File: config.mk
export PLATFORM = sky130hd
export DESIGN_NAME = mcast_fork_top
export DESIGN_NICKNAME = d
export VERILOG_FILES = /design/src/hw/mcast_pkg.sv /design/src/hw/flow_fifo.sv /design/src/hw/fork_select_multihot.sv /design/src/hw/mcast_fork_top.sv /design/src/hw/wb_push_port.sv
export SDC_FILE = /design/constraint.sdc
export NUM_CORES = 1
export LEC_CHECK = 0
export ABC_AREA = 1
export BUFFER_PORTS_ARGS = -buffer_cell sky130_fd_sc_hd__buf_4
export CAP_MARGIN = 20
export CORE_ASPECT_RATIO = 1.2
export CORE_UTILIZATION = 45
export CTS_CLUSTER_SIZE = 16
export DETAILED_ROUTE_END_ITERATION = 16
export HOLD_SLACK_MARGIN = 0.06
export PLACE_DENSITY = 0.65
export SKIP_LAST_GASP = 1
export SYNTH_ARGS = -nofsm -noshare
export SYNTH_HDL_FRONTEND = slang
export SYNTH_SLANG_ARGS = --single-unit
File: constraint.sdc
create_clock -name clk -period 4.18 [get_ports clk]
set_input_delay 1.045 -clock clk [delete_from_list [all_inputs] [get_ports clk]]
set_output_delay 1.045 -clock clk [all_outputs]
set_load 0.005 [all_outputs]
File: src/hw/mcast_pkg.sv
`default_nettype none

package mcast_pkg;

  // --------------------------------------------------------------------------
  // Sizing
  // --------------------------------------------------------------------------

  // Output flows served by the fork
  localparam int NUM_FLOWS = 4;
  // Payload and register data width
  localparam int PAYLOAD_W = 32;
  // Wishbone register select width
  localparam int ADDR_W = 2;
  // Width of each status counter, two of them fill one register
  localparam int STAT_W = 16;

  // Input queue depth, kept shallow so back-pressure reaches the bus quickly
  localparam int IN_DEPTH = 2;
  // Depth of every per-flow output queue
  localparam int OUT_DEPTH = 4;

  // --------------------------------------------------------------------------
  // Vector types
  // --------------------------------------------------------------------------

  // One data word on the bus or on a stream
  typedef logic [PAYLOAD_W-1:0] payload_t;
  // One bit per output flow
  typedef logic [NUM_FLOWS-1:0] flow_mask_t;
  // Register select on the host port
  typedef logic [ADDR_W-1:0] wb_addr_t;
  // Saturating event counter
  typedef logic [STAT_W-1:0] stat_count_t;

  // --------------------------------------------------------------------------
  // Register map
  // --------------------------------------------------------------------------

  // Payload staging register, write only
  localparam wb_addr_t REG_PAYLOAD = 2'd0;
  // Writing a mask here launches the staged payload
  localparam wb_addr_t REG_DISPATCH = 2'd1;
  // Drop count in the upper half, dispatch count in the lower half
  localparam wb_addr_t REG_STATUS = 2'd2;

  // --------------------------------------------------------------------------
  // Queued item
  // --------------------------------------------------------------------------

  // Mask sits in the upper bits, payload below it
  typedef struct packed {
    flow_mask_t mask;
    payload_t   payload;
  } push_item_t;

endpackage

`default_nettype wire

File: src/hw/flow_fifo.sv
`default_nettype none

module flow_fifo #(
  parameter int Width = 32,
  parameter int Depth = 4
) (
  input  logic             clk,
  input  logic             rst,
  input  logic             in_valid,
  output logic             in_ready,
  input  logic [Width-1:0] in_data,
  output logic             out_valid,
  input  logic             out_ready,
  output logic [Width-1:0] out_data
);

  // Pointer width, at least one bit for a single-entry queue
  localparam int PTR_W = (Depth > 1) ? $clog2(Depth) : 1;
  // Count must reach Depth itself
  localparam int CNT_W = $clog2(Depth + 1);

  logic [Width-1:0] mem [Depth];
  logic [PTR_W-1:0] wr_ptr;
  logic [PTR_W-1:0] rd_ptr;
  logic [PTR_W-1:0] rd_ptr_next;
  logic [CNT_W-1:0] count;
  // Entries still stored after this cycle's pop, before this cycle's push
  logic [CNT_W-1:0] held;
  logic push;
  logic pop;

  // Circular increment, wraps at Depth so non power of two depths work
  function automatic logic [PTR_W-1:0] ptr_inc(input logic [PTR_W-1:0] p);
    return (p == PTR_W'(Depth - 1)) ? '0 : p + 1'b1;
  endfunction

  // --------------------------------------------------------------------------
  // Handshakes
  // --------------------------------------------------------------------------

  // Not full
  assign in_ready  = (count != CNT_W'(Depth));
  // Count is registered, so valid rises the cycle after a write
  assign out_valid = (count != '0);
  assign push = in_valid && in_ready;
  assign pop  = out_valid && out_ready;

  assign held = pop ? count - 1'b1 : count;
  assign rd_ptr_next = pop ? ptr_inc(rd_ptr) : rd_ptr;

  // --------------------------------------------------------------------------
  // Pointers and count
  // --------------------------------------------------------------------------

  always_ff @(posedge clk) begin
    if (rst) begin
      wr_ptr <= '0;
      rd_ptr <= '0;
      count  <= '0;
    end else begin
      if (push) begin
        wr_ptr <= ptr_inc(wr_ptr);
      end
      rd_ptr <= rd_ptr_next;

      case ({push, pop})
        2'b10:   count <= count + 1'b1;
        2'b01:   count <= count - 1'b1;
        default: count <= count;
      endcase
    end
  end

  // --------------------------------------------------------------------------
  // Storage and registered head
  // --------------------------------------------------------------------------

  always_ff @(posedge clk) begin
    if (push) begin
      mem[wr_ptr] <= in_data;
    end

    // Head comes straight from the input when storage drains to empty,
    // else from the next read slot. Without a pop the head slot is
    // reloaded with itself, which keeps the data stable under stall
    if (held == '0) begin
      out_data <= in_data;
    end else begin
      out_data <= mem[rd_ptr_next];
    end
  end

endmodule

`default_nettype wire

File: src/hw/fork_select_multihot.sv
`default_nettype none

module fork_select_multihot (
  input  logic                  push_valid,
  output logic                  push_ready,
  // Destination set, only meaningful while push_valid is high
  input  mcast_pkg::flow_mask_t push_select_multihot,
  // Per flow, the queue below can take an item
  input  mcast_pkg::flow_mask_t pop_ready,
  // May fall without a pop, whenever a peer flow loses its ready
  output mcast_pkg::flow_mask_t pop_valid_unstable
);

  // Flows that are selected but cannot take the item
  mcast_pkg::flow_mask_t blocked;

  // --------------------------------------------------------------------------
  // All-or-none rule
  // --------------------------------------------------------------------------

  assign blocked = push_select_multihot & ~pop_ready;

  // Upstream advances only when no selected flow is blocked;
  // unselected flows play no part in flow control
  assign push_ready = (blocked == '0);

  // A flow's valid ignores its own ready, so there is no
  // combinational loop through the queue below it
  always_comb begin
    for (int i = 0; i < mcast_pkg::NUM_FLOWS; i++) begin
      pop_valid_unstable[i] = push_valid && push_select_multihot[i] &&
                              ((blocked & ~(mcast_pkg::flow_mask_t'(1) << i)) == '0);
    end
  end

endmodule

`default_nettype wire

File: src/hw/mcast_fork_top.sv
`default_nettype none

module mcast_fork_top (
  input  logic                                            clk,
  input  logic                                            rst,
  // Host port, Wishbone classic
  input  logic                                            wb_cyc,
  input  logic                                            wb_stb,
  input  logic                                            wb_we,
  input  mcast_pkg::wb_addr_t                             wb_adr,
  input  mcast_pkg::payload_t                             wb_dat_w,
  output mcast_pkg::payload_t                             wb_dat_r,
  output logic                                            wb_ack,
  // Output streams, one ready/valid port per flow
  input  mcast_pkg::flow_mask_t                           out_ready,
  output mcast_pkg::flow_mask_t                           out_valid,
  output mcast_pkg::payload_t [mcast_pkg::NUM_FLOWS-1:0] out_data
);

  // Port to input queue
  logic                  push_valid;
  logic                  push_ready;
  mcast_pkg::push_item_t push_item;

  // Input queue head to fork
  logic                  q_valid;
  logic                  q_ready;
  mcast_pkg::push_item_t q_item;

  // Fork to output queues
  mcast_pkg::flow_mask_t pop_valid;
  mcast_pkg::flow_mask_t pop_ready;

  // --------------------------------------------------------------------------
  // Host side
  // --------------------------------------------------------------------------

  wb_push_port u_port (
    .clk        (clk),
    .rst        (rst),
    .wb_cyc     (wb_cyc),
    .wb_stb     (wb_stb),
    .wb_we      (wb_we),
    .wb_adr     (wb_adr),
    .wb_dat_w   (wb_dat_w),
    .wb_dat_r   (wb_dat_r),
    .wb_ack     (wb_ack),
    .push_valid (push_valid),
    .push_item  (push_item),
    .push_ready (push_ready)
  );

  // Mask and payload travel together through the input queue
  flow_fifo #(
    .Width ($bits(mcast_pkg::push_item_t)),
    .Depth (mcast_pkg::IN_DEPTH)
  ) u_in_q (
    .clk       (clk),
    .rst       (rst),
    .in_valid  (push_valid),
    .in_ready  (push_ready),
    .in_data   (push_item),
    .out_valid (q_valid),
    .out_ready (q_ready),
    .out_data  (q_item)
  );

  // --------------------------------------------------------------------------
  // Fork, control only
  // --------------------------------------------------------------------------

  fork_select_multihot u_fork (
    .push_valid           (q_valid),
    .push_ready           (q_ready),
    .push_select_multihot (q_item.mask),
    .pop_ready            (pop_ready),
    .pop_valid_unstable   (pop_valid)
  );

  // --------------------------------------------------------------------------
  // Output queues
  // --------------------------------------------------------------------------

  // Every queue sees the same payload; only the selected ones get a valid
  for (genvar i = 0; i < mcast_pkg::NUM_FLOWS; i++) begin : gen_out
    flow_fifo #(
      .Width (mcast_pkg::PAYLOAD_W),
      .Depth (mcast_pkg::OUT_DEPTH)
    ) u_out_q (
      .clk       (clk),
      .rst       (rst),
      .in_valid  (pop_valid[i]),
      .in_ready  (pop_ready[i]),
      .in_data   (q_item.payload),
      .out_valid (out_valid[i]),
      .out_ready (out_ready[i]),
      .out_data  (out_data[i])
    );
  end

endmodule

`default_nettype wire

File: src/hw/wb_push_port.sv
`default_nettype none

module wb_push_port (
  input  logic                  clk,
  input  logic                  rst,
  input  logic                  wb_cyc,
  input  logic                  wb_stb,
  input  logic                  wb_we,
  input  mcast_pkg::wb_addr_t   wb_adr,
  input  mcast_pkg::payload_t   wb_dat_w,
  output mcast_pkg::payload_t   wb_dat_r,
  output logic                  wb_ack,
  output logic                  push_valid,
  output mcast_pkg::push_item_t push_item,
  input  logic                  push_ready
);

  // New access, not yet answered and no push pending
  logic req;
  // Dispatch write seen this cycle
  logic is_dispatch;
  // Low bits of the write data taken as the destination mask
  mcast_pkg::flow_mask_t mask_w;
  // Dispatch with at least one flow selected
  logic disp_push;
  // Dispatch with no flow selected, answered and counted only
  logic disp_drop;
  // Pending item accepted by the input queue
  logic push_taken;
  // Registered ack for every access except a live dispatch
  logic ack_q;
  // Staged payload
  mcast_pkg::payload_t payload_q;
  mcast_pkg::stat_count_t dispatch_count;
  mcast_pkg::stat_count_t drop_count;

  // --------------------------------------------------------------------------
  // Decode
  // --------------------------------------------------------------------------

  // The ack cycle and the pending push both block a second decode of the
  // same strobe
  assign req = wb_cyc && wb_stb && !wb_ack && !push_valid;
  assign is_dispatch = req && wb_we && (wb_adr == mcast_pkg::REG_DISPATCH);
  assign mask_w = wb_dat_w[mcast_pkg::NUM_FLOWS-1:0];
  assign disp_push = is_dispatch && (mask_w != '0);
  assign disp_drop = is_dispatch && (mask_w == '0);
  assign push_taken = push_valid && push_ready;

  // Dispatch ack comes in the cycle the queue takes the item,
  // all others one cycle after the request
  assign wb_ack = ack_q || push_taken;

  // --------------------------------------------------------------------------
  // Control state
  // --------------------------------------------------------------------------

  always_ff @(posedge clk) begin
    if (rst) begin
      ack_q          <= 1'b0;
      push_valid     <= 1'b0;
      dispatch_count <= '0;
      drop_count     <= '0;
    end else begin
      ack_q <= req && !disp_push;

      // Hold valid until the input queue accepts
      if (disp_push) begin
        push_valid <= 1'b1;
      end else if (push_taken) begin
        push_valid <= 1'b0;
      end

      // Both counters stick at their maximum
      if (push_taken && (dispatch_count != '1)) begin
        dispatch_count <= dispatch_count + 1'b1;
      end
      if (disp_drop && (drop_count != '1)) begin
        drop_count <= drop_count + 1'b1;
      end
    end
  end

  // --------------------------------------------------------------------------
  // Data registers
  // --------------------------------------------------------------------------

  always_ff @(posedge clk) begin
    if (req && wb_we && (wb_adr == mcast_pkg::REG_PAYLOAD)) begin
      payload_q <= wb_dat_w;
    end

    // Item is captured with the payload staged before the dispatch write
    if (disp_push) begin
      push_item.mask    <= mask_w;
      push_item.payload <= payload_q;
    end

    // Only the status register reads back; other reads return zero
    if (req && !wb_we) begin
      if (wb_adr == mcast_pkg::REG_STATUS) begin
        wb_dat_r <= {drop_count, dispatch_count};
      end else begin
        wb_dat_r <= '0;
      end
    end
  end

endmodule

`default_nettype wire

Word-level counts from Yosys, hierarchy flattened. Memory sizes are Yosys's and may differ from the RTL's. Cells that the tools add are included. Widths: inputs -> output; s select.

Register bits: 330. Output and inout port bits: 165. Bits in writable memories: 584. Memories kept: 5. Word-level logic and storage cells: 185. Input bits: 43.

Memories: gen_out[0].u_out_q.mem (words 4, width 32, rd ports 1, clocked after Yosys merged registers in 0, write ports 1, line flow_fifo.sv:22) `logic [Width-1:0] mem [Depth];`; gen_out[1].u_out_q.mem (words 4, width 32, rd ports 1, clocked after Yosys merged registers in 0, write ports 1, line flow_fifo.sv:22); gen_out[2].u_out_q.mem (words 4, width 32, rd ports 1, clocked after Yosys merged registers in 0, write ports 1, line flow_fifo.sv:22); gen_out[3].u_out_q.mem (words 4, width 32, rd ports 1, clocked after Yosys merged registers in 0, write ports 1, line flow_fifo.sv:22); u_in_q.mem (words 2, width 36, rd ports 1, clocked after Yosys merged registers in 0, write ports 1, line flow_fifo.sv:22).

Bitwise operators: 2. Reduce and logical (&&, ||, !) cells: 59. Multiplexer cells: 42. Add/sub/neg operators: 22. Equality and inequality tests: 27.

Operators by type and width (count): $mux 32 (4); $mux 36 (1); $add 16x1->16 const B (2); $ne 16x16->1 const B (2); $logic_and 1x1->1 (30); $eq 2x2->1 const B (14); $mux 2 (13); $logic_not 4->1 (6); $pmux 3 s2 (4); $add 2x1->2 const B (9); $mux 1 (15); $reduce_bool 2->1 (7); $add 3x1->3 const B (4); $eq 2x1->1 const B (6); $logic_not 3->1 (4); $mux 3 (4); $ne 3x3->1 const B (4); $reduce_bool 3->1 (4); $sub 3x1->3 const B (4); $and 4x4->4 (1); $logic_not 1->1 (4); $logic_not 2->1 (2); $not 4->4 (1); $pmux 2 s2 (1); other kinds (5) (6).

Logic depth before layout (Yosys ltp).
Depth in word-level cells: 11. Depth in mapped cells: 12. Mapped depth without buffers: 11.

Cells and area by module. A second synthesis with hierarchy kept.

Cell total of the unflattened synthesis: 3666. Area, all modules: 38106.5 µm².

Modules (own cells, without submodules): flow_fifo at gen_out[0].u_out_q ... (area each 7084.3 µm², cells each 684, seq. area each 4624.4 µm², times used 3); flow_fifo at gen_out[3].u_out_q (area each 7104.3 µm², cells each 684, seq. area each 4624.4 µm², times used 1); wb_push_port (area each 5283.8 µm², cells each 487, seq. area each 3683.5 µm², times used 1); flow_fifo at u_in_q (area each 4364.2 µm², cells each 416, seq. area each 2962.8 µm², times used 1); fork_select_multihot (area each 101.3 µm², cells each 27, seq. area each 0.0 µm², times used 1).

Worst setup path before layout. OpenSTA, ideal clock, no wires.

Path type: input to register. Start point: input port wb_cyc. End point: register u_port.payload_q[0] (enable). Buffers on the path: 0. Library setup time: 0.461 ns. Path slack: 0.285 ns. Data arrival time: 3.433 ns. Data required time: 3.719 ns. Stages on the path: 4. Cells stage by stage: nand2_1 > inv_1 > nand2_1 > nor3_1.

Longest elaborated chain between the ends: 5.

RTL lines: from (decl) (line mcast_fork_top.sv:7) `input logic wb_cyc,`; $logic_and 1x1->1 (3 in a row) (line wb_push_port.sv:43) `assign req = wb_cyc && wb_stb && !wb_ack && !push_valid;`; $logic_and 1x1->1 (2 in a row) (line wb_push_port.sv:89) `if (req && wb_we && (wb_adr == mcast_pkg::REG_PAYLOAD)) begin`; to (signal assigned) (line wb_push_port.sv:90) `payload_q <= wb_dat_w;`; to (decl) (line wb_push_port.sv:33) `mcast_pkg::payload_t payload_q;`.

No other way between the ends. A chain may end at the register's enable or synchronous reset.

Final worst setup path.
Start point: register u_in_q.count[0]. End point: output port wb_ack.

Longest elaborated chain between the ends: 3.

RTL lines: from (decl) (line flow_fifo.sv:26) `logic [CNT_W-1:0] count;`; from (signal assigned) (line flow_fifo.sv:67) `2'b10: count <= count + 1'b1;`; from (signal assigned) (line flow_fifo.sv:68) `2'b01: count <= count - 1'b1;`; from (signal assigned) (line flow_fifo.sv:69) `default: count <= count;`; $ne 2x2->1 (line flow_fifo.sv:42) `assign in_ready = (count != CNT_W'(Depth));`; $logic_and 1x1->1 (line wb_push_port.sv:48) `assign push_taken = push_valid && push_ready;`; $logic_or 1x1->1 (line wb_push_port.sv:52) `assign wb_ack = ack_q || push_taken;`; to (decl) (line mcast_fork_top.sv:13) `output logic wb_ack,`.

No other way between the ends.

==> flow_summary_export.csv <==
group,metric,value,unit
routing,wirelength,90900,µm
finish,multi_input_area,10000,µm²
finish,nets,3776,
routing,drc_errors,0,
power,p_int,0.0209,W
global_route,grt_pass1_wl,138000,µm
floorplan,io_pins,208,
floorplan,start_util,45.8,%
clocking,clkTransAtPathRegs,0.06,ns
routing,vias,24500,
floorplan,core_area,82400,µm²
finish,seq_area,25100,µm²
yosys,synth-edff-count,684,
clocking,clkSinkCount,914,
status,status,"finished, final reports clean",
worst_hold_path,hp-class,"flip-flop to flip-flop",
global_route,grt_max_degree,66,
floorplan,die_x,266,µm
global_route,grt_pass1_vias,23500,
floorplan,chipHeight,319,µm
finish,insertedDiodeCount,0,
sta,maxSlewViolCount,0,
power,p_switching,0.0115,W
finish,fillers,7013,
worst_setup_path,cp.required,3.13,ns
clocking,clock_latency,0.67,ns
floorplan,die_area,85000,µm²
yosys,synth.largest_area_cell,"edfxtp_1",
power,seqPwrFrac,42.4,%
clocking,postCtsHoldBufs,0,
clocking,cts_tree,"yes",
power,totalPowerFinal,0.0324,W
sta,finalCritPeriodShare,70.9,%
sta,hold_viol,0,
yosys,yosys_warnings,0,
global_route,grt_overflow,0,
clocking,cts_max_level,3,
run,cap_violations,0,
yosys,netlist.area_leader.share,54.5,%
place,placed_cells,4697,
sta,fmax,0.337,GHz
sta,rsz0062_at_grt,"no",
routing,antenna_left,0,
yosys,syn_area_per_cell,10.8,µm²
routing,drt_first_iter_violations,1672,
sta,maxSlewHeadroom,23.6,%
finish,fin_util,53.0,%
yosys,synth_fp_nets,3584,
power,powerDensity,741,nW/µm²
place,dp_hpwl,52500,µm
power,combPwrFrac,31.3,%
worst_setup_path,path_max_fanout,5,
global_route,grtUsageTotal,21.4,%
place,gp_congestion,0.829,
yosys,ys.flop_type,"edfxtp_1",
floorplan,row_count,115,
clocking,cts_inserted_buffers,92,
power,irDropWorstVdd,0.396,mV
worst_setup_path,cp-end-kind,"output pin",
sta,tightestPinTransition,1.15,ns
routing,dr.pass1.iters,6,
sta,clock_skew,0.0365,ns
place,dp_slack,1.43,ns
sta,setup_viol,0,
yosys,syn_inst,3500,
worst_setup_path,start_kind,"flip-flop",
routing,wl_per_cell,18.6,µm
yosys,synthArstFlopShare,0,%
yosys,syn-cell-area,37700,µm²
worst_setup_path,worst-setup-path-type,"flip-flop to output pin",
finish,fin_cells,4882,
yosys,ys_seq_elements,914,
power,p_sw_share,35.4,%
yosys,synth_cell_type_count,37,
finish,syn_to_final_growth,15.9,%
routing,post_drt_via_cell_ratio,5.03,
global_route,antenna_found_initial,0,
clocking,cts_setup_buffers,0,
clocking,clockBufferDepth,3,
power,power_leakage,18.0,nW
worst_setup_path,crit_arrival,1.92,ns
clocking,cts-root-buf,"clkbuf_16",
place,io_buffers,207,
finish,drive_gt1_share,13.6,%
yosys,yosys-top-cells-area,"edfxtp_1 54%, dfxtp_1 12%, nand2_1 8.9%",
sta,setup_slack,1.21,ns
sta,period_needed,2.97,ns
power,pwr-share-clk,26.3,%
yosys,yosysSeqAreaShare,66.7,%
sta,fin_tns_setup,0,ns
clocking,cts_resized,0,
final timing paths:
check        slack, ns                           end                   startpoint  cells past startpoint
max               1.21                        wb_ack              u_in_q.count[0]                      5
min               0.42           u_port.push_item[9]          u_port.payload_q[9]                      0
max reg2reg       1.58  gen_out[3].u_out_q.mem[1][7]  gen_out[1].u_out_q.count[0]                      8
min reg2reg       0.42           u_port.push_item[9]          u_port.payload_q[9]                      0
flip-flops by register name, summed over array words and instances, names as in the netlist:
name / cells
u_in_q.mem: 72
u_in_q.rd_ptr: 1
u_port.push_valid: 1
gen_out.u_out_q.mem: 512
u_port.payload_q: 32
u_in_q.count: 2
u_port.wb_dat_r: 32
u_in_q.wr_ptr: 1
u_in_q.out_data: 36
u_port.drop_count: 16
u_port.push_item: 36
gen_out.u_out_q.rd_ptr: 8
gen_out.u_out_q.wr_ptr: 8
gen_out.u_out_q.out_data: 128
gen_out.u_out_q.count: 12
u_port.dispatch_count: 16
u_port.ack_q: 1
worst max-delay path, cell delays in order, from the launching register on:
cell	delay [ns]
dfxtp_1	0.36
inv_1	0.08
ha_1	0.28
nor2_2	0.27
or2_2	0.18
buf_4	0.11
layer usage:
metal,part of all wire (%),up-vias,track usage [%]
met2,49,679,35.5
met4,3.9,0,9.80
met1,42,11800,27.2
met3,5.9,123,3.61
met5,0,-,0
li1,-,12000,-
cell type report:
cell class	count	area share (%)
Inverter	442	3.80
Clock inverter	45	1.26
Sequential cell	914	57.5
Tap cell	1111	3.18
Clock buffer	128	6.02
Timing Repair Buffer	276	5.29
Multi-Input combinational cell	1966	22.9
cells in the mapped netlist, types with 2 or more instances:
cell type / count
nand2_1: 891
edfxtp_1: 684
nand3_1: 487
inv_1: 431
nand3b_1: 257
dfxtp_1: 230
nor2_1: 111
buf_2: 98
a21oi_1: 52
ha_1: 41
clkbuf_1: 34
buf_4: 32
o21ai_0: 25
xor2_1: 24
buf_6: 12
nand2_2: 12
nand4_1: 11
nor3_1: 11
inv_2: 10
o21ai_2: 8
nand2_4: 7
nand3_2: 5
nor2_2: 4
xnor2_1: 4
nor2_4: 3
o31ai_2: 3
buf_1: 2
or2_2: 2
cells by family after synthesis:
logic type      count (synthesis)  share of synthesized area, %
fa+ha+maj                      41                          1.36
compound gates                 92                          1.48
xor+xnor                       29                         0.693
simple gates                 1804                          22.7
buf+inv                       620                          7.06
flops                         914                          66.7
layout by cell type (no fill, tap or decap), drive strengths merged:
master	instances
o31ai	4
ha	41
or2	2
o21ai	34
nor3	12
nand4	11
clkbuf	128
dfxtp	230
buf	276
nand3	493
bufinv	11
inv	443
nand3b	257
nand2	910
xor2	25
o21bai	1
xnor2	4
clkinvlp	2
clkinv	31
nor2	119
a21oi	53
edfxtp	684
power by group through the flow:
stage	clock network, W	logic [W]	registers [W]
detailed placement	0	0.00966	0.0143
finish	0.00852	0.0101	0.0137
global placement	0	0.00933	0.0143
CTS	0.00869	0.00968	0.0141
floorplan	0	0.00636	0.0133
global route	0.00903	0.0113	0.0139
stage by stage:
stage                     hold slack (ns)  cell area (µm²)
after CTS                           0.419            43500
after global routing                0.421            43700
final                               0.418            43700
after detailed placement            0.405            40300
after global placement              0.402            40200
after floorplan                     0.400            37700
Power figures use the tool's default switching activity.
